## src/source/game_pkg.sv

```systemverilog
`default_nettype none

package game_pkg;

	// ##################################################
	// Matrix geometry
	// ##################################################
	localparam int ROW_W    = 8;
	localparam int NUM_ROWS = 8;

	// One matrix row, bit 7 is the leftmost LED
	typedef logic [ROW_W-1:0] row_t;

	// Row 0 is the player row, row 7 the entry row
	typedef row_t [NUM_ROWS-1:0] frame_t;

	typedef logic [2:0]  row_idx_t;
	typedef logic [1:0]  level_t;

	// Serial word: unused nibble, register address, data byte
	typedef logic [15:0] max_word_t;

	// ##################################################
	// MAX7219 register addresses
	// ##################################################
	localparam logic [3:0] REG_DIGIT0       = 4'h1;
	localparam logic [3:0] REG_DECODE       = 4'h9;
	localparam logic [3:0] REG_INTENSITY    = 4'hA;
	localparam logic [3:0] REG_SCAN_LIMIT   = 4'hB;
	localparam logic [3:0] REG_SHUTDOWN     = 4'hC;
	localparam logic [3:0] REG_DISPLAY_TEST = 4'hF;

	// ##################################################
	// Game constants
	// ##################################################
	// Arrow picture, entry row first
	localparam frame_t IDLE_FRAME = {
		8'b0001_0000,
		8'b0011_1000,
		8'b0111_1100,
		8'b0111_1100,
		8'b0011_1000,
		8'b0001_0000,
		8'b0000_0000,
		8'b0001_0000
	};

	localparam row_t PLAYER_START = 8'b0001_0000;

	// Galois LFSR, x^16 + x^14 + x^13 + x^11 + 1
	localparam logic [15:0] LFSR_SEED = 16'hACE1;
	localparam logic [15:0] LFSR_TAPS = 16'hB400;

	localparam level_t MAX_LEVEL = 2'd3;

endpackage

`default_nettype wire

```

## src/source/button_debounce.sv

```systemverilog
`timescale 1ns/1ps
`default_nettype none

module button_debounce #(
	parameter int DEBOUNCE_CYCLES = 500000
) (
	input  wire  clock_50,
	input  wire  arst_n,
	input  logic button_n,
	output logic pressed
);

	localparam int CNT_W = $clog2(DEBOUNCE_CYCLES + 1);
	localparam logic [CNT_W-1:0] CNT_LAST = CNT_W'(DEBOUNCE_CYCLES - 1);

	// Two-stage synchroniser, idles high like the pin
	logic [1:0]       sync_q;
	logic             sample;
	logic [CNT_W-1:0] cnt_q;

	always_ff @(posedge clock_50 or negedge arst_n) begin
		if (!arst_n) begin
			sync_q <= 2'b11;
		end else begin
			sync_q <= {sync_q[0], button_n};
		end
	end

	// Active-low pin, so a low sample means held
	assign sample = ~sync_q[1];

	// Count cycles in which the sample disagrees with the output
	always_ff @(posedge clock_50 or negedge arst_n) begin
		if (!arst_n) begin
			cnt_q   <= '0;
			pressed <= 1'b0;
		end else if (sample != pressed) begin
			if (cnt_q == CNT_LAST) begin
				// Stable long enough, accept the new level
				pressed <= sample;
				cnt_q   <= '0;
			end else begin
				cnt_q <= cnt_q + 1'b1;
			end
		end else begin
			// Bounce back, start over
			cnt_q <= '0;
		end
	end

endmodule

`default_nettype wire

```

## src/source/obstacle_field.sv

```systemverilog
`timescale 1ns/1ps
`default_nettype none

module obstacle_field #(
	parameter int STEP_CYCLES = 25000000,
	parameter int LEVEL_STEPS = 16
) (
	input  wire                   clock_50,
	input  wire                   arst_n,
	input  logic                  start,
	input  logic                  left,
	input  logic                  right,
	output logic                  frame_valid,
	output game_pkg::frame_t      frame_data
);

	localparam int TMR_W = $clog2(STEP_CYCLES + 1);
	localparam int STP_W = $clog2(LEVEL_STEPS + 1);
	localparam logic [TMR_W-1:0] STEP_FULL = TMR_W'(STEP_CYCLES);
	localparam logic [STP_W-1:0] STEP_LAST = STP_W'(LEVEL_STEPS - 1);

	typedef enum logic [1:0] {
		ST_IDLE,
		ST_PLAY,
		ST_OVER
	} state_t;

	state_t state_q;

	// ##################################################
	// Button edges
	// ##################################################
	logic start_q;
	logic left_q;
	logic right_q;
	logic start_rise;
	logic left_rise;
	logic right_rise;
	logic move;

	always_ff @(posedge clock_50 or negedge arst_n) begin
		if (!arst_n) begin
			start_q <= 1'b0;
			left_q  <= 1'b0;
			right_q <= 1'b0;
		end else begin
			start_q <= start;
			left_q  <= left;
			right_q <= right;
		end
	end

	assign start_rise = start & ~start_q;
	assign left_rise  = left & ~left_q;
	assign right_rise = right & ~right_q;
	assign move       = left_rise | right_rise;

	// ##################################################
	// Random row source
	// ##################################################
	logic [15:0] lfsr_q;

	// Free running, so the row depends on press timing
	always_ff @(posedge clock_50 or negedge arst_n) begin
		if (!arst_n) begin
			lfsr_q <= game_pkg::LFSR_SEED;
		end else if (lfsr_q[0]) begin
			lfsr_q <= (lfsr_q >> 1) ^ game_pkg::LFSR_TAPS;
		end else begin
			lfsr_q <= lfsr_q >> 1;
		end
	end

	// ##################################################
	// Step timer and play field
	// ##################################################
	logic [TMR_W-1:0] tmr_q;
	logic [TMR_W-1:0] step_period;
	logic [STP_W-1:0] step_cnt_q;
	game_pkg::level_t level_q;
	logic             step_tick;
	logic             collide;
	logic             idle_sent_q;
	logic             emit_q;

	game_pkg::row_t                             player_q;
	game_pkg::row_t                             player_next;
	game_pkg::row_t [game_pkg::NUM_ROWS-1:1]    obst_q;

	// Each level halves the step period
	assign step_period = STEP_FULL >> level_q;
	assign step_tick   = (tmr_q == step_period - 1'b1);
	assign collide     = |(obst_q[1] & player_q);

	// Move one column, stop at the edges
	always_comb begin
		player_next = player_q;
		if (left_rise && !right_rise && !player_q[game_pkg::ROW_W-1]) begin
			player_next = player_q << 1;
		end else if (right_rise && !left_rise && !player_q[0]) begin
			player_next = player_q >> 1;
		end
	end

	always_ff @(posedge clock_50 or negedge arst_n) begin
		if (!arst_n) begin
			state_q     <= ST_IDLE;
			tmr_q       <= '0;
			step_cnt_q  <= '0;
			level_q     <= '0;
			player_q    <= game_pkg::PLAYER_START;
			obst_q      <= '0;
			idle_sent_q <= 1'b0;
			emit_q      <= 1'b0;
		end else begin
			emit_q <= 1'b0;
			case (state_q)
				ST_IDLE, ST_OVER: begin
					// Idle picture goes out once after reset
					if (state_q == ST_IDLE && !idle_sent_q) begin
						idle_sent_q <= 1'b1;
						emit_q      <= 1'b1;
					end
					if (start_rise) begin
						state_q    <= ST_PLAY;
						tmr_q      <= '0;
						step_cnt_q <= '0;
						level_q    <= '0;
						player_q   <= game_pkg::PLAYER_START;
						obst_q     <= '0;
						emit_q     <= 1'b1;
					end
				end
				ST_PLAY: begin
					if (step_tick) begin
						tmr_q <= '0;
						if (collide) begin
							// Frozen, the last frame stays on screen
							state_q <= ST_OVER;
						end else begin
							obst_q[game_pkg::NUM_ROWS-2:1] <= obst_q[game_pkg::NUM_ROWS-1:2];
							obst_q[game_pkg::NUM_ROWS-1]   <= lfsr_q[game_pkg::ROW_W-1:0];
							player_q <= player_next;
							emit_q   <= 1'b1;
							if (step_cnt_q == STEP_LAST) begin
								step_cnt_q <= '0;
								if (level_q != game_pkg::MAX_LEVEL) begin
									level_q <= level_q + 1'b1;
								end
							end else begin
								step_cnt_q <= step_cnt_q + 1'b1;
							end
						end
					end else begin
						tmr_q <= tmr_q + 1'b1;
						if (move) begin
							player_q <= player_next;
							emit_q   <= 1'b1;
						end
					end
				end
				default: begin
					state_q <= ST_IDLE;
				end
			endcase
		end
	end

	// Frame goes out the cycle after the update
	assign frame_valid = emit_q;
	assign frame_data  = (state_q == ST_IDLE) ? game_pkg::IDLE_FRAME : {obst_q, player_q};

endmodule

`default_nettype wire

```

## src/source/frame_buffer.sv

```systemverilog
`timescale 1ns/1ps
`default_nettype none

module frame_buffer (
	input  wire                 clock_50,
	input  wire                 arst_n,
	input  logic                frame_valid,
	input  game_pkg::frame_t    frame_data,
	input  logic                scan_done,
	input  game_pkg::row_idx_t  digit_idx,
	output game_pkg::row_t      digit_data
);

	// ##################################################
	// Pending and display copies
	// ##################################################
	game_pkg::frame_t pend_q;
	game_pkg::frame_t disp_q;
	logic             pend_valid_q;

	// Newest frame wins
	always_ff @(posedge clock_50) begin
		if (frame_valid) begin
			pend_q <= frame_data;
		end
	end

	always_ff @(posedge clock_50 or negedge arst_n) begin
		if (!arst_n) begin
			pend_valid_q <= 1'b0;
			disp_q       <= '0;
		end else begin
			// Swap only between refreshes so a scan never tears
			if (scan_done && pend_valid_q) begin
				disp_q <= pend_q;
			end
			// A frame arriving with scan_done waits for the next one
			pend_valid_q <= frame_valid | (pend_valid_q & ~scan_done);
		end
	end

	// ##################################################
	// Read side transpose
	// ##################################################
	// Digit d is column 7-d, row 7 in the MSB
	always_comb begin
		for (int r = 0; r < game_pkg::NUM_ROWS; r++) begin
			digit_data[r] = disp_q[r][game_pkg::ROW_W-1-digit_idx];
		end
	end

endmodule

`default_nettype wire

```

## src/source/max7219_driver.sv

```systemverilog
`timescale 1ns/1ps
`default_nettype none

module max7219_driver #(
	parameter int         CLK_DIV   = 8,
	parameter logic [3:0] INTENSITY = 4'hA
) (
	input  wire                 clock_50,
	input  wire                 arst_n,
	output game_pkg::row_idx_t  digit_idx,
	input  game_pkg::row_t      digit_data,
	output logic                scan_done,
	output logic                max7219_din,
	output logic                max7219_ncs,
	output logic                max7219_clk
);

	localparam int DIV_W = $clog2(2 * CLK_DIV + 1);
	localparam logic [DIV_W-1:0] HALF_LAST = DIV_W'(CLK_DIV - 1);
	localparam logic [DIV_W-1:0] GAP_LAST  = DIV_W'(2 * CLK_DIV - 1);
	localparam logic [2:0]       CFG_LAST  = 3'd4;
	localparam logic [3:0]       BIT_LAST  = 4'd15;

	typedef enum logic {
		PH_GAP,
		PH_SHIFT
	} phase_t;

	// ##################################################
	// Word sequencer
	// ##################################################
	logic               cfg_done_q;
	logic [2:0]         cfg_idx_q;
	game_pkg::row_idx_t digit_q;
	logic [3:0]         digit_addr;
	game_pkg::max_word_t word;

	assign digit_idx  = digit_q;
	assign digit_addr = game_pkg::REG_DIGIT0 + {1'b0, digit_q};

	// Config words first and the digit loop after them
	always_comb begin
		if (!cfg_done_q) begin
			case (cfg_idx_q)
				3'd0:    word = {4'h0, game_pkg::REG_DECODE, 8'h00};
				3'd1:    word = {4'h0, game_pkg::REG_INTENSITY, 4'h0, INTENSITY};
				3'd2:    word = {4'h0, game_pkg::REG_SCAN_LIMIT, 8'h07};
				3'd3:    word = {4'h0, game_pkg::REG_SHUTDOWN, 8'h01};
				default: word = {4'h0, game_pkg::REG_DISPLAY_TEST, 8'h00};
			endcase
		end else begin
			word = {4'h0, digit_addr, digit_data};
		end
	end

	// ##################################################
	// Serialiser
	// ##################################################
	phase_t              phase_q;
	logic [DIV_W-1:0]    div_q;
	logic [3:0]          bit_q;
	game_pkg::max_word_t sh_q;
	logic                din_q;
	logic                ncs_q;
	logic                clk_q;
	logic                scan_done_q;

	// Remaining word bits, loaded at the end of each gap
	always_ff @(posedge clock_50) begin
		if (phase_q == PH_GAP && div_q == GAP_LAST) begin
			sh_q <= {word[14:0], 1'b0};
		end else if (phase_q == PH_SHIFT && div_q == HALF_LAST && clk_q
				&& bit_q != BIT_LAST) begin
			sh_q <= sh_q << 1;
		end
	end

	always_ff @(posedge clock_50 or negedge arst_n) begin
		if (!arst_n) begin
			phase_q     <= PH_GAP;
			div_q       <= '0;
			bit_q       <= '0;
			din_q       <= 1'b0;
			ncs_q       <= 1'b1;
			clk_q       <= 1'b0;
			cfg_done_q  <= 1'b0;
			cfg_idx_q   <= '0;
			digit_q     <= '0;
			scan_done_q <= 1'b0;
		end else begin
			scan_done_q <= 1'b0;
			case (phase_q)
				PH_GAP: begin
					// ncs high for two half periods between words
					if (div_q == GAP_LAST) begin
						div_q   <= '0;
						bit_q   <= '0;
						ncs_q   <= 1'b0;
						din_q   <= word[15];
						phase_q <= PH_SHIFT;
					end else begin
						div_q <= div_q + 1'b1;
					end
				end
				PH_SHIFT: begin
					if (div_q != HALF_LAST) begin
						div_q <= div_q + 1'b1;
					end else if (!clk_q) begin
						// Rising edge where the chip samples din
						div_q <= '0;
						clk_q <= 1'b1;
					end else begin
						div_q <= '0;
						clk_q <= 1'b0;
						if (bit_q == BIT_LAST) begin
							// Word latched on the ncs rise
							ncs_q   <= 1'b1;
							din_q   <= 1'b0;
							phase_q <= PH_GAP;
							if (!cfg_done_q) begin
								if (cfg_idx_q == CFG_LAST) begin
									cfg_done_q <= 1'b1;
								end else begin
									cfg_idx_q <= cfg_idx_q + 1'b1;
								end
							end else begin
								// Refresh ends after digit 7
								if (digit_q == 3'd7) begin
									scan_done_q <= 1'b1;
								end
								digit_q <= digit_q + 1'b1;
							end
						end else begin
							// Next bit while the clock is low
							din_q <= sh_q[15];
							bit_q <= bit_q + 1'b1;
						end
					end
				end
				default: begin
					phase_q <= PH_GAP;
				end
			endcase
		end
	end

	assign scan_done   = scan_done_q;
	assign max7219_din = din_q;
	assign max7219_ncs = ncs_q;
	assign max7219_clk = clk_q;

endmodule

`default_nettype wire

```

## src/source/dodge_game_top.sv

```systemverilog
`timescale 1ns/1ps
`default_nettype none

module dodge_game_top #(
	parameter int         DEBOUNCE_CYCLES = 500000,
	parameter int         STEP_CYCLES     = 25000000,
	parameter int         LEVEL_STEPS     = 16,
	parameter int         CLK_DIV         = 8,
	parameter logic [3:0] INTENSITY       = 4'hA
) (
	input  wire  clock_50,
	input  wire  arst_n,
	input  logic start_btn_n,
	input  logic left_btn_n,
	input  logic right_btn_n,
	output logic max7219_din,
	output logic max7219_ncs,
	output logic max7219_clk
);

	logic               start_pressed;
	logic               left_pressed;
	logic               right_pressed;
	logic               frame_valid;
	game_pkg::frame_t   frame_data;
	logic               scan_done;
	game_pkg::row_idx_t digit_idx;
	game_pkg::row_t     digit_data;

	// ##################################################
	// Buttons
	// ##################################################
	button_debounce #(.DEBOUNCE_CYCLES(DEBOUNCE_CYCLES)) u_start_db (
		.clock_50 (clock_50),
		.arst_n   (arst_n),
		.button_n (start_btn_n),
		.pressed  (start_pressed)
	);

	button_debounce #(.DEBOUNCE_CYCLES(DEBOUNCE_CYCLES)) u_left_db (
		.clock_50 (clock_50),
		.arst_n   (arst_n),
		.button_n (left_btn_n),
		.pressed  (left_pressed)
	);

	button_debounce #(.DEBOUNCE_CYCLES(DEBOUNCE_CYCLES)) u_right_db (
		.clock_50 (clock_50),
		.arst_n   (arst_n),
		.button_n (right_btn_n),
		.pressed  (right_pressed)
	);

	// ##################################################
	// Game engine, frame store, display
	// ##################################################
	obstacle_field #(
		.STEP_CYCLES (STEP_CYCLES),
		.LEVEL_STEPS (LEVEL_STEPS)
	) u_field (
		.clock_50    (clock_50),
		.arst_n      (arst_n),
		.start       (start_pressed),
		.left        (left_pressed),
		.right       (right_pressed),
		.frame_valid (frame_valid),
		.frame_data  (frame_data)
	);

	frame_buffer u_fbuf (
		.clock_50    (clock_50),
		.arst_n      (arst_n),
		.frame_valid (frame_valid),
		.frame_data  (frame_data),
		.scan_done   (scan_done),
		.digit_idx   (digit_idx),
		.digit_data  (digit_data)
	);

	max7219_driver #(
		.CLK_DIV   (CLK_DIV),
		.INTENSITY (INTENSITY)
	) u_driver (
		.clock_50    (clock_50),
		.arst_n      (arst_n),
		.digit_idx   (digit_idx),
		.digit_data  (digit_data),
		.scan_done   (scan_done),
		.max7219_din (max7219_din),
		.max7219_ncs (max7219_ncs),
		.max7219_clk (max7219_clk)
	);

endmodule

`default_nettype wire

```

## config.mk

```make
export PLATFORM = sky130hd
export DESIGN_NAME = dodge_game_top
export DESIGN_NICKNAME = d
export VERILOG_FILES = /design/src/source/game_pkg.sv /design/src/source/button_debounce.sv /design/src/source/obstacle_field.sv /design/src/source/frame_buffer.sv /design/src/source/max7219_driver.sv /design/src/source/dodge_game_top.sv
export SDC_FILE = /design/constraint.sdc
export NUM_CORES = 1
export LEC_CHECK = 0
export BUFFER_PORTS_ARGS = -buffer_cell sky130_fd_sc_hd__buf_2
export CAP_MARGIN = 15
export CORE_MARGIN = 3
export CORE_UTILIZATION = 65
export CTS_CLUSTER_SIZE = 25
export DETAILED_ROUTE_END_ITERATION = 16
export PLACE_DENSITY = 0.81
export SLEW_MARGIN = 20
export SYNTH_ARGS = -nofsm -noshare
export SYNTH_HDL_FRONTEND = slang
export SYNTH_SLANG_ARGS = --single-unit
```

## constraint.sdc

```tcl
create_clock -name clock_50 -period 5.5 [get_ports clock_50]
set_input_delay 0.55 -clock clock_50 [delete_from_list [all_inputs] [get_ports clock_50]]
set_output_delay 0.55 -clock clock_50 [all_outputs]
set_load 0.1 [all_outputs]
```

# Yosys cells after proc, flatten, opt, wreduce, memory -nomap -nowiden
# Cells that the tools add are included.
# word_totals
regBits	350
in_bits	5
out_inout_bits	3
wordCells	254
# op_classes
addsub	13
order_cmp	1
n_eq_ne	34
n_shift	1
n_mux	94
bitwise_logic	19
n_reduce_logical	37
# ops
op	count
$mux 56	3
$mux 19	6
$pmux 56 s2	1
$add 19x1->19 const B	3
$eq 19x19->1 const B	3
$mux 25	2
$pmux 25 s2	1
$mux 16	3
$mux 8	6
$pmux 11 s4	1
$mux 1	34
$lt 32x4->1 const B	1
$mux 5	6
$add 25x1->25 const B	1
$eq 25x25->1	1
$shr 25x2->25 const A	1
$sub 25x1->25 const B	1
$bmux 1 s3	8
$pmux 5 s2	2
$reduce_and 4->1	5
$mux 2	8
$mux 4	4
$pmux 8 s2	1
$ne 2x2->1 const B	7
other kinds (40)	90

# Logic depth before layout (Yosys ltp)
# Gate-level depths: netlist of run 1.
# depth
ltp_word	10
ltp_mapped	9
mapped_depth_nobuf	8

# Modules after synthesis
# A second synthesis of run 1 with hierarchy kept.
# unflattened
hier_cells	1257
hier_area_um2	15833.9
# by_module_without_submodules
mod	instances	cells_each	area_per_inst_um2	seq_area_each_um2
obstacle_field	1	538	5739.3	2989.1
frame_buffer	1	231	4864.7	3548.4
button_debounce	3	108	1121.1	553.0
max7219_driver	1	164	1866.8	977.2

# Worst setup path before layout of run 1
# Ideal clock, no wire load.
# synth_timing
path_type	flip-flop to flip-flop
from	register u_driver.clk_q (netlist: u_driver.max7219_clk)
to	register u_driver.sh_q[10] (enable)
setup_ps	368
t_arrival_ps	1849
setup_slack_ps	3283
path_stages_with_launch	3
path_buffers	0
cell_sequence	dfrtp_1 > nand4_1 > nand2_1
# synth_via
elab_chain_cells	3
# synth_rtl
item	line_no	text
from (decl)	max7219_driver.sv:65	logic clk_q;
from (signal assigned)	max7219_driver.sv:85	clk_q <= 1'b0;
from (signal assigned)	max7219_driver.sv:111	clk_q <= 1'b1;
from (signal assigned)	max7219_driver.sv:114	clk_q <= 1'b0;
$logic_and 1x1->1	max7219_driver.sv:72	end else if (phase_q == PH_SHIFT && div_q == HALF_LAST && clk_q
$logic_and 1x1->1	max7219_driver.sv:73	&& bit_q != BIT_LAST) begin
$reduce_bool 2->1 (no line)	--	
to (signal assigned)	max7219_driver.sv:71	sh_q <= {word[14:0], 1'b0};
to (signal assigned)	max7219_driver.sv:74	sh_q <= sh_q << 1;
to (decl)	max7219_driver.sv:62	game_pkg::max_word_t sh_q;
# No other way between the ends.
# A chain may end at the register's enable or synchronous reset.

# Worst setup path in the final report of run 1
# layout_timing
from	register u_field.level_q[1]
to	register u_field.obst_q[21] in the netlist's numbering
# layout_via
elab_chain_cells	5
# layout_rtl
item	line_no	text
from (decl)	obstacle_field.sv:80	game_pkg::level_t level_q;
from (signal assigned)	obstacle_field.sv:148	level_q <= level_q + 1'b1;
$shr 25x2->25	obstacle_field.sv:91	assign step_period = STEP_FULL >> level_q;
$sub 25x1->25	obstacle_field.sv:92	assign step_tick = (tmr_q == step_period - 1'b1);
$eq 25x25->1	obstacle_field.sv:92	
$ne 2x1->1 (no line)	--	
$reduce_and 4->1 (no line)	--	
to (signal, indexed assignment)	obstacle_field.sv:141	obst_q[game_pkg::NUM_ROWS-2:1] <= obst_q[game_pkg::NUM_ROWS-1:2];
to (signal, indexed assignment)	obstacle_field.sv:142	obst_q[game_pkg::NUM_ROWS-1] <= lfsr_q[game_pkg::ROW_W-1:0];
to (decl)	obstacle_field.sv:88	game_pkg::row_t [game_pkg::NUM_ROWS-1:1] obst_q;
# No other way between the ends.

==> qor_table.md, run 1 <==
| Parameter | Value |
| --- | --- |
| Buffers from clock root to sink, at most | 3 |
| PD cells | 308.6 nW/um2 |
| Average cell area after synthesis | 12.46 um2 |
| Total half-perimeter wirelength after legalization and detailed placement | 17130 um |
| Proportion of power drawn by the clock network | 0.477 |
| CP Depth | 8 |
| Design internal power | 0.004163 W |
| Post-route setup TNS | 0 ns |
| Wire per inst | 18.25 um |
| Part of the Yosys area used for sequential elements | 0.5965 |
| Switching share of power | 0.2003 |
| Drt total wl | 28710 um |
| DRC violations left | 0 |
| Routability-driven placement congestion ratio | 0.8669 |
| PortBufs | 7 |
| Fraction of power consumed by combinational cells | 0.011 |
| Number of nets with antenna violations after detailed routing | 0 |
| Buffer type at the clock tree root | sky130_fd_sc_hd__clkbuf_16 |
| Slew at the pin closest to its max-slew limit | 1.043 ns |
| Fraction of the cycle the final worst path needs | 0.6546 |
| Class of the most critical setup path | register to register |
| Post-Synthesis Cell Area | 15380 um2 |
| Overall via count from detail_route | 9566 |
| First element of the critical path | u_field.level_q[1] |
| Share of power burned in registers | 0.511 |
| Count of yosys warnings during synthesis | 0 |
| Area growth, synth to finish | 9.705% |
| Cts bufs inserted | 37 |
| RSZ-0062 raised after global routing | no |
| Ratio of cells with drive above 1 in the final layout | 0.1690 |
| Worst EP required | 5.95 ns |
| Worst-path fanout max | 40 |
| Cell area after placement | 15640 um2 |
| Worst min path class | input pin to async pin |
| Setup slack of the worst register-to-register path | 1.90 ns |
| Clock-pin slew of the registers on the worst-case setup and hold paths | 0.06 ns |
| Register bit count reported by yosys | 350 |
| Per-cell via count in the routed design | 6.081 |
| Wire length of the first global-routing pass | 49310 um |
| Area leader, netlist | sky130_fd_sc_hd__dfrtp_1 |
| Final worst clock skew | 0.01526 ns |
| Most used DFF post-synth | sky130_fd_sc_hd__dfrtp_1 |
| Post-Syn Instances | 1234 |
| Count of nets after finishing | 1259 |
| Clock insertion delay at the later pin of the skew report | 0.52 ns |
| Post-CTS Setup Repair Bufs | 0 |
| List of cells traversed by the critical path | inv_1 > ha_1 > xor2_1 > nor4_2 > o2111ai_1 > nor4_4 > buf_4 > a22o_1 |
| Vias in the first global route | 9830 |
| Area of the core region | 22920 um2 |
| Number of placement rows | 55 |
| Total instance count after detailed placement | 1505 |
| Height of the chip | 159.8 um |
| CTS tree | done |
| Count of final max-slew check failures | 0 |
| Final Critical Period | 3.600 ns |
| Slew Limit Headroom | 0.3038 |
| CTS HTree Levels | 2 |
| Final Instance Area | 16870 um2 |
| Synth unique cells | 74 |
| Post-CTS resize count | 0 |
| Most common library cells after synthesis | sky130_fd_sc_hd__dfrtp_1 (255), sky130_fd_sc_hd__nor2_1 (95), sky130_fd_sc_hd__edfxtp_1 (79) |
| Top-count cell post-synth | sky130_fd_sc_hd__dfrtp_1 |
| Worst path slowest cell | sky130_fd_sc_hd__nor4_4 |
| Hold_ws | 0.06891 ns |
| Sw Pwr | 0.001043 W |
| Number of antenna violations at the first check in global routing | 0 |
| Die Span X | 159.8 um |
| Worst flop-to-flop path startpoint | u_field.level_q[1] |
| Static Leak | 6.925 nW |
| N_diodes | 0 |
| Capture point of the worst reg-to-reg path | u_field.obst_q[21] |
| Worst setup slack before clock tree synthesis | 2.004 ns |
| Delay-heaviest family, CP | simple AND/OR/NAND/NOR gates |
| Hold Buf Count CTS | 0 |
| Fraction of synthesis flops using an asynchronous set or reset pin | 0.7743 |
| Result of the run | finished, final reports clean |
| Highest clock frequency the design can meet | 277.8 MHz |
| Timing endpoint of the critical path | u_field.obst_q[21] |
| Total routing usage reported by global routing | 0.2314 |
| Final hold violation count | 0 |
| Nets in the synthesized netlist | 1262 |
| Residual overflow from global routing | 0 |
| Largest cells by area after synthesis | sky130_fd_sc_hd__dfrtp_1 (41%), sky130_fd_sc_hd__edfxtp_1 (15%), sky130_fd_sc_hd__mux2_2 (5.1%) |
| Kind of end point of the critical path | register |
| Initial DRT Pass Iterations | 5 |
| DIE AREA | 25540 um2 |
| Number of enable-type register cells in the synthesized netlist | 79 |
| Critical Path Start Type | register |
| Total setup violations reported at the end of the flow | 0 |
| Maximum vdd drop | 0.0003363 V |
| Count of buffer and inverter cells on the critical path | 2 |
| Max-cap check violation count | 0 |
| Sinks on Clock Net | 350 |
| Worst R2R Path Depth | 8 |
| Starting density of the core | 0.6711 |
| WP data arrival | 4.05 ns |
| Post-route non-filler standard cell count | 1573 |
| Min setup slack post-route | 1.900 ns |
| Number of DRC markers in iteration 0 | 811 |
| Worst path max stage delay | 0.91 ns |
| Pin count of the biggest net entering global routing | 173 |
| Yosys top cell area share | 0.4149 |
| Boundary pin count | 8 |
==> kinds of logic after synthesis <==
group | synth area share
simple gates | 0.1377
flops | 0.5965
compound gates | 0.08868
mux | 0.08436
buf+inv | 0.02563
xor+xnor | 0.04841
fa+ha+maj | 0.01871
==> sequential cells by signal (all words and copies together) (netlist names), 3 cells and up <==
register and count:
u_fbuf.pend_q 64, u_left_db.cnt_q 19, u_driver.bit_q 4, u_driver.digit_idx 3, u_field.player_q 8, u_field.obst_q 56, u_field.lfsr_q 16, u_right_db.cnt_q 19
u_field.step_cnt_q 5, u_field.tmr_q 25, u_fbuf.disp_q 64, u_driver.cfg_idx_q 3, u_driver.sh_q 15, u_driver.div_q 5, u_start_db.cnt_q 19
==> metal layers <==
metal  global-route usage  share of wire  vias up
met5                    0              0        -
li1                     -              -     4452
met2               0.3793           0.49      227
met3              0.03969          0.040       63
met1               0.3224           0.45     4824
met4              0.07179          0.024        0
==> stage by stage <==
| stage | total power, W | util |
|---|---|---|
| floorplan | 0.002726 | - |
| global route | 0.005378 | 0.7363 |
| global placement | 0.002772 | 0.6827 |
| detailed placement | 0.002774 | 0.6827 |
| finish | 0.005206 | 0.7363 |
| CTS | 0.005250 | 0.7363 |
==> layout by cell type (no fill, tap or decap), types with 23 or more instances in the layout <==
cell type and n:
sky130_fd_sc_hd__a21oi_1 30, sky130_fd_sc_hd__edfxtp_1 79, sky130_fd_sc_hd__dfrtp_1 254, sky130_fd_sc_hd__a22o_1 56, sky130_fd_sc_hd__nor2b_1 49, sky130_fd_sc_hd__nand3_1 40
sky130_fd_sc_hd__nor3_1 27, sky130_fd_sc_hd__xnor2_1 49, sky130_fd_sc_hd__clkbuf_16 39, sky130_fd_sc_hd__ha_1 23, sky130_fd_sc_hd__xor2_1 36, sky130_fd_sc_hd__or2_2 23
sky130_fd_sc_hd__o21ai_0 27, sky130_fd_sc_hd__nand2_1 66, sky130_fd_sc_hd__inv_1 30, sky130_fd_sc_hd__nor2_1 94, sky130_fd_sc_hd__mux2_2 69
==> layout make-up <==
cell class / instances / area, um2
fillers: 1479 / 6043
multi-input cells: 795 / 5832
repair buffers: 17 / 132.6
clock buffers: 52 / 1065
clock inverters: 16 / 163.9
flip-flops and latches: 350 / 9175
well taps: 313 / 391.6
inverters: 30 / 112.6
==> power by group through the flow <==
stage / combinational (W) / sequential (W) / clock (W)
global route: 0.0000712 / 0.00266 / 0.00264
CTS: 0.0000631 / 0.00266 / 0.00252
finish: 0.0000595 / 0.00266 / 0.00248
floorplan: 0.0000164 / 0.00271 / 0
global placement: 0.0000616 / 0.00271 / 0
detailed placement: 0.0000630 / 0.00271 / 0
==> worst min path at each step <==
stage               slack, ns                  end              start  depth (start not counted)
global placement         0.34    u_field.lfsr_q[8]  u_field.lfsr_q[9]                          0
finish                   0.07    u_driver.div_q[3]             arst_n                          1
global route             0.11  u_left_db.sync_q[0]         left_btn_n                          1
detailed placement       0.34    u_field.lfsr_q[8]  u_field.lfsr_q[9]                          0
floorplan                0.25    u_driver.bit_q[0]             arst_n                          0
CTS                       0.1    u_fbuf.disp_q[47]             arst_n                          1
Note: power is estimated with default switching activity, not from simulation.
==> run 2, diff against run 1 <==
--- a/config.mk
+++ b/config.mk
@@ -8,10 +8,10 @@
 export BUFFER_PORTS_ARGS = -buffer_cell sky130_fd_sc_hd__buf_2
 export CAP_MARGIN = 15
 export CORE_MARGIN = 3
-export CORE_UTILIZATION = 65
+export CORE_UTILIZATION = 57
 export CTS_CLUSTER_SIZE = 25
 export DETAILED_ROUTE_END_ITERATION = 16
-export PLACE_DENSITY = 0.81
+export PLACE_DENSITY = 0.76
 export SLEW_MARGIN = 20
 export SYNTH_ARGS = -nofsm -noshare
 export SYNTH_HDL_FRONTEND = slang
==> constraint.sdc (replaced) <==
create_clock -name clock_50 -period 3.1 [get_ports clock_50]
set_input_delay 0.31 -clock clock_50 [delete_from_list [all_inputs] [get_ports clock_50]]
set_output_delay 0.31 -clock clock_50 [all_outputs]
set_load 0.1 [all_outputs]
==> run 2 against run 1 <==
Net effect:
- wire length decreased by 0.73%
- total power up 75%
- sequential share of layout area decreased by 0.40 points
- clock skew decreased by 0.0068 ns
- register-to-register slack got worse by 1.5 ns
- cell count rose by 2.0%
- non-clock buffer count rose by 13
==> qor_table.md, run 2 (synthesized netlist as in run 1, its figures left out) <==
| Parameter | Value |
| --- | --- |
| Post-route setup TNS | 0 ns |
| Top Registers | u_fbuf.disp_q (64), u_fbuf.pend_q (64), u_field.obst_q (56) |
| Worst R2R Path Depth | 8 |
| Total routing usage reported by global routing | 0.2041 |
| Slew at the pin closest to its max-slew limit | 0.8793 ns |
| PortBufs | 7 |
| Worst-path fanout max | 11 |
| Leading cell type in the layout, fill and taps excluded | sky130_fd_sc_hd__dfrtp_1 |
| Static Leak | 6.971 nW |
| Cts bufs inserted | 36 |
| Clock insertion delay at the later pin of the skew report | 0.51 ns |
| Ratio of cells with drive above 1 in the final layout | 0.1694 |
| Class of the most critical setup path | register to register |
| Vias in the first global route | 9555 |
| Cell area after placement | 15780 um2 |
| Fraction of the cycle the final worst path needs | 0.8682 |
| RSZ-0062 raised after global routing | no |
| Clock-pin slew of the registers on the worst-case setup and hold paths | 0.06 ns |
| Power, Total | 0.009091 W |
| Final worst clock skew | 0.008425 ns |
| Post-CTS Setup Repair Bufs | 0 |
| Starting density of the core | 0.5852 |
| Setup slack of the worst register-to-register path | 0.41 ns |
| Boundary pin count | 8 |
| Kind of end point of the critical path | register |
| Per-cell via count in the routed design | 5.931 |
| Total setup violations reported at the end of the flow | 0 |
| Initial DRT Pass Iterations | 5 |
| Residual overflow from global routing | 0 |
| Total half-perimeter wirelength after legalization and detailed placement | 17620 um |
| Final Critical Period | 2.691 ns |
| Result of the run | finished, final reports clean |
| Post-route non-filler standard cell count | 1604 |
| WP data arrival | 3.05 ns |
| Area of the core region | 26280 um2 |
| DIE AREA | 28990 um2 |
| Maximum vdd drop | 0.0003468 V |
| Commonest non-fill, non-tap cells in the layout | sky130_fd_sc_hd__dfrtp_1 (254), sky130_fd_sc_hd__nor2_1 (94), sky130_fd_sc_hd__edfxtp_1 (79) |
| Die Span X | 170.3 um |
| List of cells traversed by the critical path | inv_1 > ha_1 > xor2_1 > nor4_2 > o2111ai_1 > buf_4 > nor3_2 > o41ai_1 |
| Buffers from clock root to sink, at most | 3 |
| Count of final max-slew check failures | 0 |
| Area growth, synth to finish | 10.52% |
| Number of placement rows | 59 |
| Routability-driven placement congestion ratio | 0.8702 |
| Worst path slowest cell | sky130_fd_sc_hd__nor3_2 |
| FILL cells | 1943 |
| PD cells | 534.8 nW/um2 |
| Highest clock frequency the design can meet | 371.6 MHz |
| Sinks on Clock Net | 350 |
| Height of the chip | 170.3 um |
| Drt total wl | 28500 um |
| CTS HTree Levels | 2 |
| Wire length of the first global-routing pass | 48690 um |
| Total instance count after detailed placement | 1536 |
| Number of nets with antenna violations after detailed routing | 0 |
| Overall via count from detail_route | 9513 |
| Number of DRC markers in iteration 0 | 718 |
| Final Instance Area | 17000 um2 |
| N_diodes | 0 |
| Slew Limit Headroom | 0.4138 |
| Worst EP required | 3.46 ns |
| Min setup slack post-route | 0.4086 ns |
| CTS tree | done |
| Worst setup slack before clock tree synthesis | 0.3509 ns |
| Max-cap check violation count | 0 |
| Wire per inst | 17.77 um |
| DRC violations left | 0 |
| Count of nets after finishing | 1271 |
| Worst min path class | register to register |
| Number of antenna violations at the first check in global routing | 0 |
| Critical Path Start Type | register |
| Hold Path Cell Cnt | 0 |
| Buffer type at the clock tree root | sky130_fd_sc_hd__clkbuf_16 |
| Final hold violation count | 0 |
| Worst path max stage delay | 0.57 ns |
| Pin count of the biggest net entering global routing | 87 |
## run 2: changes by cell type in the layout (fill, tap and decap cells not counted), moves of 2 or more
cell	before	now
sky130_fd_sc_hd__clkbuf_8	4	7
sky130_fd_sc_hd__buf_12	1	4
sky130_fd_sc_hd__buf_4	9	15
sky130_fd_sc_hd__clkinv_1	3	0
sky130_fd_sc_hd__dlygate4sd3_1	0	4
sky130_fd_sc_hd__clkinvlp_4	2	0
sky130_fd_sc_hd__clkbuf_1	9	15
sky130_fd_sc_hd__clkinv_2	6	1
## run 2: worst max-delay path: cells and delay by family, from the launching register on
kind	cells	cell delay, ns
adders and majority gates	1	0.24
DFF	1	0.47
buffers and inverters	2	0.39
xor gates and xnor gates	1	0.16
and+or+nand+nor	2	0.84
AOI/OAI and AO/OA	2	0.45
## run 2: area by class of cell
| cell class | instances | area, um2 | share of cell area |
|---|---|---|---|
| sequential | 350 | 9175 | 0.5398 |
| multi-input combinational | 795 | 5838 | 0.3435 |
| clock buffer | 60 | 1104 | 0.06492 |
| tap | 335 | 419.2 | 0.02466 |
| timing repair buffer | 30 | 277.8 | 0.01634 |
| inverter | 30 | 112.6 | 0.006625 |
| clock inverter | 4 | 71.32 | 0.004196 |
## run 2: metrics by stage
stage	hold slack, ns	util
2_1_floorplan	0.01441	-
3_3_place_gp	0.3370	0.6003
3_5_place_dp	0.3395	0.6003
4_1_cts	0.3542	0.6465
5_1_grt	0.3585	0.6468
6_report	0.3521	0.6468
## run 2: final timing paths
kind / start / endpoint
setup / recovery: u_field.level_q[1] / u_field.player_q[2]
hold / removal: u_field.lfsr_q[9] / u_field.lfsr_q[8]
setup reg to reg: u_field.level_q[1] / u_field.player_q[2]
hold reg to reg: u_field.lfsr_q[9] / u_field.lfsr_q[8]
max in group asynchronous: arst_n / u_fbuf.disp_q[58]
min in group asynchronous: arst_n / u_left_db.cnt_q[14]
## run 2: power by group
| part | leakage [nW] | internal (W) | total, W | switching [W] |
|---|---|---|---|---|
| clock network | 0.573 | 0.00259 | 0.00425 | 0.00166 |
| logic | 2.16 | 0.0000255 | 0.000115 | 0.0000897 |
| registers | 4.24 | 0.00471 | 0.00472 | 0.0000116 |
| total | 6.97 | 0.00733 | 0.00909 | 0.00177 |
## run 2: repair_timing
item	CTS	global route
gates resized for setup	0	0
hold endpoints to repair	79	0
hold buffers	4	0
## run 2: metal layers
metal | wire length, um | track usage
met1 | 13290 | 0.2962
met2 | 13630 | 0.3289
met3 | 1064 | 0.02973
met4 | 515 | 0.05220
met5 | 0 | 0
==> run 3, diff against run 2 <==
--- a/config.mk
+++ b/config.mk
@@ -8,10 +8,10 @@
 export BUFFER_PORTS_ARGS = -buffer_cell sky130_fd_sc_hd__buf_2
 export CAP_MARGIN = 15
 export CORE_MARGIN = 3
-export CORE_UTILIZATION = 57
+export CORE_UTILIZATION = 65
 export CTS_CLUSTER_SIZE = 25
 export DETAILED_ROUTE_END_ITERATION = 16
-export PLACE_DENSITY = 0.76
+export PLACE_DENSITY = 0.81
 export SLEW_MARGIN = 20
 export SYNTH_ARGS = -nofsm -noshare
 export SYNTH_HDL_FRONTEND = slang
==> constraint.sdc (replaced) <==
create_clock -name clock_50 -period 3.35 [get_ports clock_50]
set_input_delay 0.335 -clock clock_50 [delete_from_list [all_inputs] [get_ports clock_50]]
set_output_delay 0.335 -clock clock_50 [all_outputs]
set_load 0.1 [all_outputs]
==> run 3 against run 2 <==
Net effect:
- critical endpoint is now u_field.player_q[0]
- first-iteration DRC count increased by 10%
- hold slack got worse by 0.0015 ns
- via count increased by 1.7%
- critical path depth unchanged
==> qor_table.md, run 3 (synthesized netlist as in run 1, its figures left out) <==
| Parameter | Value |
| --- | --- |
| Residual overflow from global routing | 0 |
| Ratio of cells with drive above 1 in the final layout | 0.1777 |
| Kind of end point of the critical path | register |
| Number of nets with antenna violations after detailed routing | 0 |
| RSZ-0062 raised after global routing | no |
| DIE AREA | 25540 um2 |
| Buffer type at the clock tree root | sky130_fd_sc_hd__clkbuf_16 |
| Hold Path Cell Cnt | 0 |
| FILL cells | 1447 |
| Max-cap check violation count | 0 |
| DRC violations left | 0 |
| Worst setup slack before clock tree synthesis | 0.7392 ns |
| Final worst clock skew | 0.01697 ns |
| Clock-pin slew of the registers on the worst-case setup and hold paths | 0.06 ns |
| PortBufs | 7 |
| Min setup slack post-route | 0.6919 ns |
| Worst-path fanout max | 11 |
| Post-CTS Setup Repair Bufs | 0 |
| Wire per inst | 18.51 um |
| Post-route setup TNS | 0 ns |
| Maximum vdd drop | 0.0004106 V |
| Slew Limit Headroom | 0.4007 |
| Clock insertion delay at the later pin of the skew report | 0.52 ns |
| Initial DRT Pass Iterations | 5 |
| Total setup violations reported at the end of the flow | 0 |
| CTS HTree Levels | 2 |
| Result of the run | finished, final reports clean |
| Number of antenna violations at the first check in global routing | 0 |
| Total routing usage reported by global routing | 0.2369 |
| Final Critical Period | 2.658 ns |
| Slew at the pin closest to its max-slew limit | 0.8969 ns |
| Height of the chip | 159.8 um |
| Worst R2R Path Depth | 8 |
| Cts bufs inserted | 37 |
| PD cells | 506.7 nW/um2 |
| Total half-perimeter wirelength after legalization and detailed placement | 18120 um |
| Leading cell type in the layout, fill and taps excluded | sky130_fd_sc_hd__dfrtp_1 |
| Routability-driven placement congestion ratio | 0.8532 |
| CTS tree | done |
| Count of final max-slew check failures | 0 |
| Static Leak | 7.013 nW |
| Area growth, synth to finish | 10.76% |
| Top Registers | u_fbuf.disp_q (64), u_fbuf.pend_q (64), u_field.obst_q (56) |
| Count of nets after finishing | 1271 |
| Boundary pin count | 8 |
| First element of the critical path | u_field.level_q[1] |
| Buffers from clock root to sink, at most | 3 |
| Number of DRC markers in iteration 0 | 791 |
| Wire length of the first global-routing pass | 50160 um |
| Total instance count after detailed placement | 1513 |
| Commonest non-fill, non-tap cells in the layout | sky130_fd_sc_hd__dfrtp_1 (254), sky130_fd_sc_hd__nor2_1 (94), sky130_fd_sc_hd__edfxtp_1 (79) |
| Overall via count from detail_route | 9671 |
| Drt total wl | 29330 um |
| Final hold violation count | 0 |
| Post-route non-filler standard cell count | 1585 |
| Min-Delay Startpoint | u_field.lfsr_q[9] |
| Number of placement rows | 55 |
| Sinks on Clock Net | 350 |
| Area of the core region | 22920 um2 |
| Critical Path Start Type | register |
| Die Span X | 159.8 um |
| Worst flop-to-flop path startpoint | u_field.level_q[1] |
| Starting density of the core | 0.6711 |
| Highest clock frequency the design can meet | 376.2 MHz |
| WP data arrival | 3.02 ns |
| Worst EP required | 3.71 ns |
| Vias in the first global route | 9841 |
| Worst min path class | register to register |
| Class of the most critical setup path | register to register |
| Per-cell via count in the routed design | 6.102 |
| Fraction of the cycle the final worst path needs | 0.7935 |
| Pin count of the biggest net entering global routing | 105 |
| N_diodes | 0 |
==> run 3: cell types whose count changed in the layout (fill, tap and decap cells not counted) <==
cell,before,now
sky130_fd_sc_hd__buf_12,4,3
sky130_fd_sc_hd__bufinv_16,2,3
sky130_fd_sc_hd__clkbuf_1,15,5
sky130_fd_sc_hd__clkbuf_16,38,40
sky130_fd_sc_hd__clkbuf_8,7,4
sky130_fd_sc_hd__clkinv_1,0,2
sky130_fd_sc_hd__clkinv_2,1,8
sky130_fd_sc_hd__clkinv_4,0,2
sky130_fd_sc_hd__clkinvlp_4,0,2
sky130_fd_sc_hd__inv_6,0,1
==> run 3: cell type report <==
class | count | area, um2 | share of cell area
well taps | 313 | 391.6 | 0.02299
multi-input cells | 795 | 5838 | 0.3427
repair buffers | 29 | 257.7 | 0.01513
inverters | 30 | 112.6 | 0.006610
clock buffers | 49 | 1075 | 0.06309
flip-flops and latches | 350 | 9175 | 0.5386
clock inverters | 19 | 185.2 | 0.01087
==> run 3: power by group <==
part | total, W | switching, W | internal (W)
clock network | 0.00416 | 0.00165 | 0.00250
logic | 0.000105 | 0.0000825 | 0.0000221
registers | 0.00437 | 0.0000114 | 0.00436
total | 0.00863 | 0.00175 | 0.00689
==> run 3: final timing paths <==
check	end	slack [ns]
max	u_field.player_q[0]	0.69
min	u_field.lfsr_q[8]	0.35
max reg2reg	u_field.player_q[0]	0.69
min reg2reg	u_field.lfsr_q[8]	0.35
max in group asynchronous	u_right_db.sync_q[0]	2.05
min in group asynchronous	u_fbuf.disp_q[50]	0.38
==> run 3: what timing repair did <==
action	4_1_cts	5_1_grt
hold buffers	4	0
endpoints found under the hold margin	66	0
gates resized for setup	0	0
==> run 3: layer usage <==
layer  track usage  share of wire  wire (um)  vias up
met5             0              0          0        -
met1        0.3329           0.44      13030     4896
met2        0.3894           0.50      14540      255
met3       0.03761          0.043       1250       46
met4       0.06903          0.018        516        0
li1              -              -          -     4474
==> run 3: critical path, stage by stage (launching register included) <==
cell	delay, ns
sky130_fd_sc_hd__dfrtp_1	0.47
sky130_fd_sc_hd__inv_1	0.13
sky130_fd_sc_hd__ha_1	0.24
sky130_fd_sc_hd__xor2_1	0.16
sky130_fd_sc_hd__nor4_2	0.26
sky130_fd_sc_hd__o2111ai_1	0.24
sky130_fd_sc_hd__buf_4	0.24
sky130_fd_sc_hd__nor3_2	0.59
sky130_fd_sc_hd__o41ai_1	0.18
==> run 3: stage by stage <==
| step | hold slack, ns | utilization | area (um2) | total power, W |
|---|---|---|---|---|
| 2_1_floorplan | 0.03941 | - | 15380 | 0.004476 |
| 3_3_place_gp | 0.3330 | 0.6864 | 15730 | 0.004556 |
| 3_5_place_dp | 0.3375 | 0.6864 | 15730 | 0.004557 |
| 4_1_cts | 0.3522 | 0.7431 | 17030 | 0.008725 |
| 5_1_grt | 0.3552 | 0.7434 | 17040 | 0.008927 |
| 6_report | 0.3505 | 0.7434 | 17040 | 0.008631 |
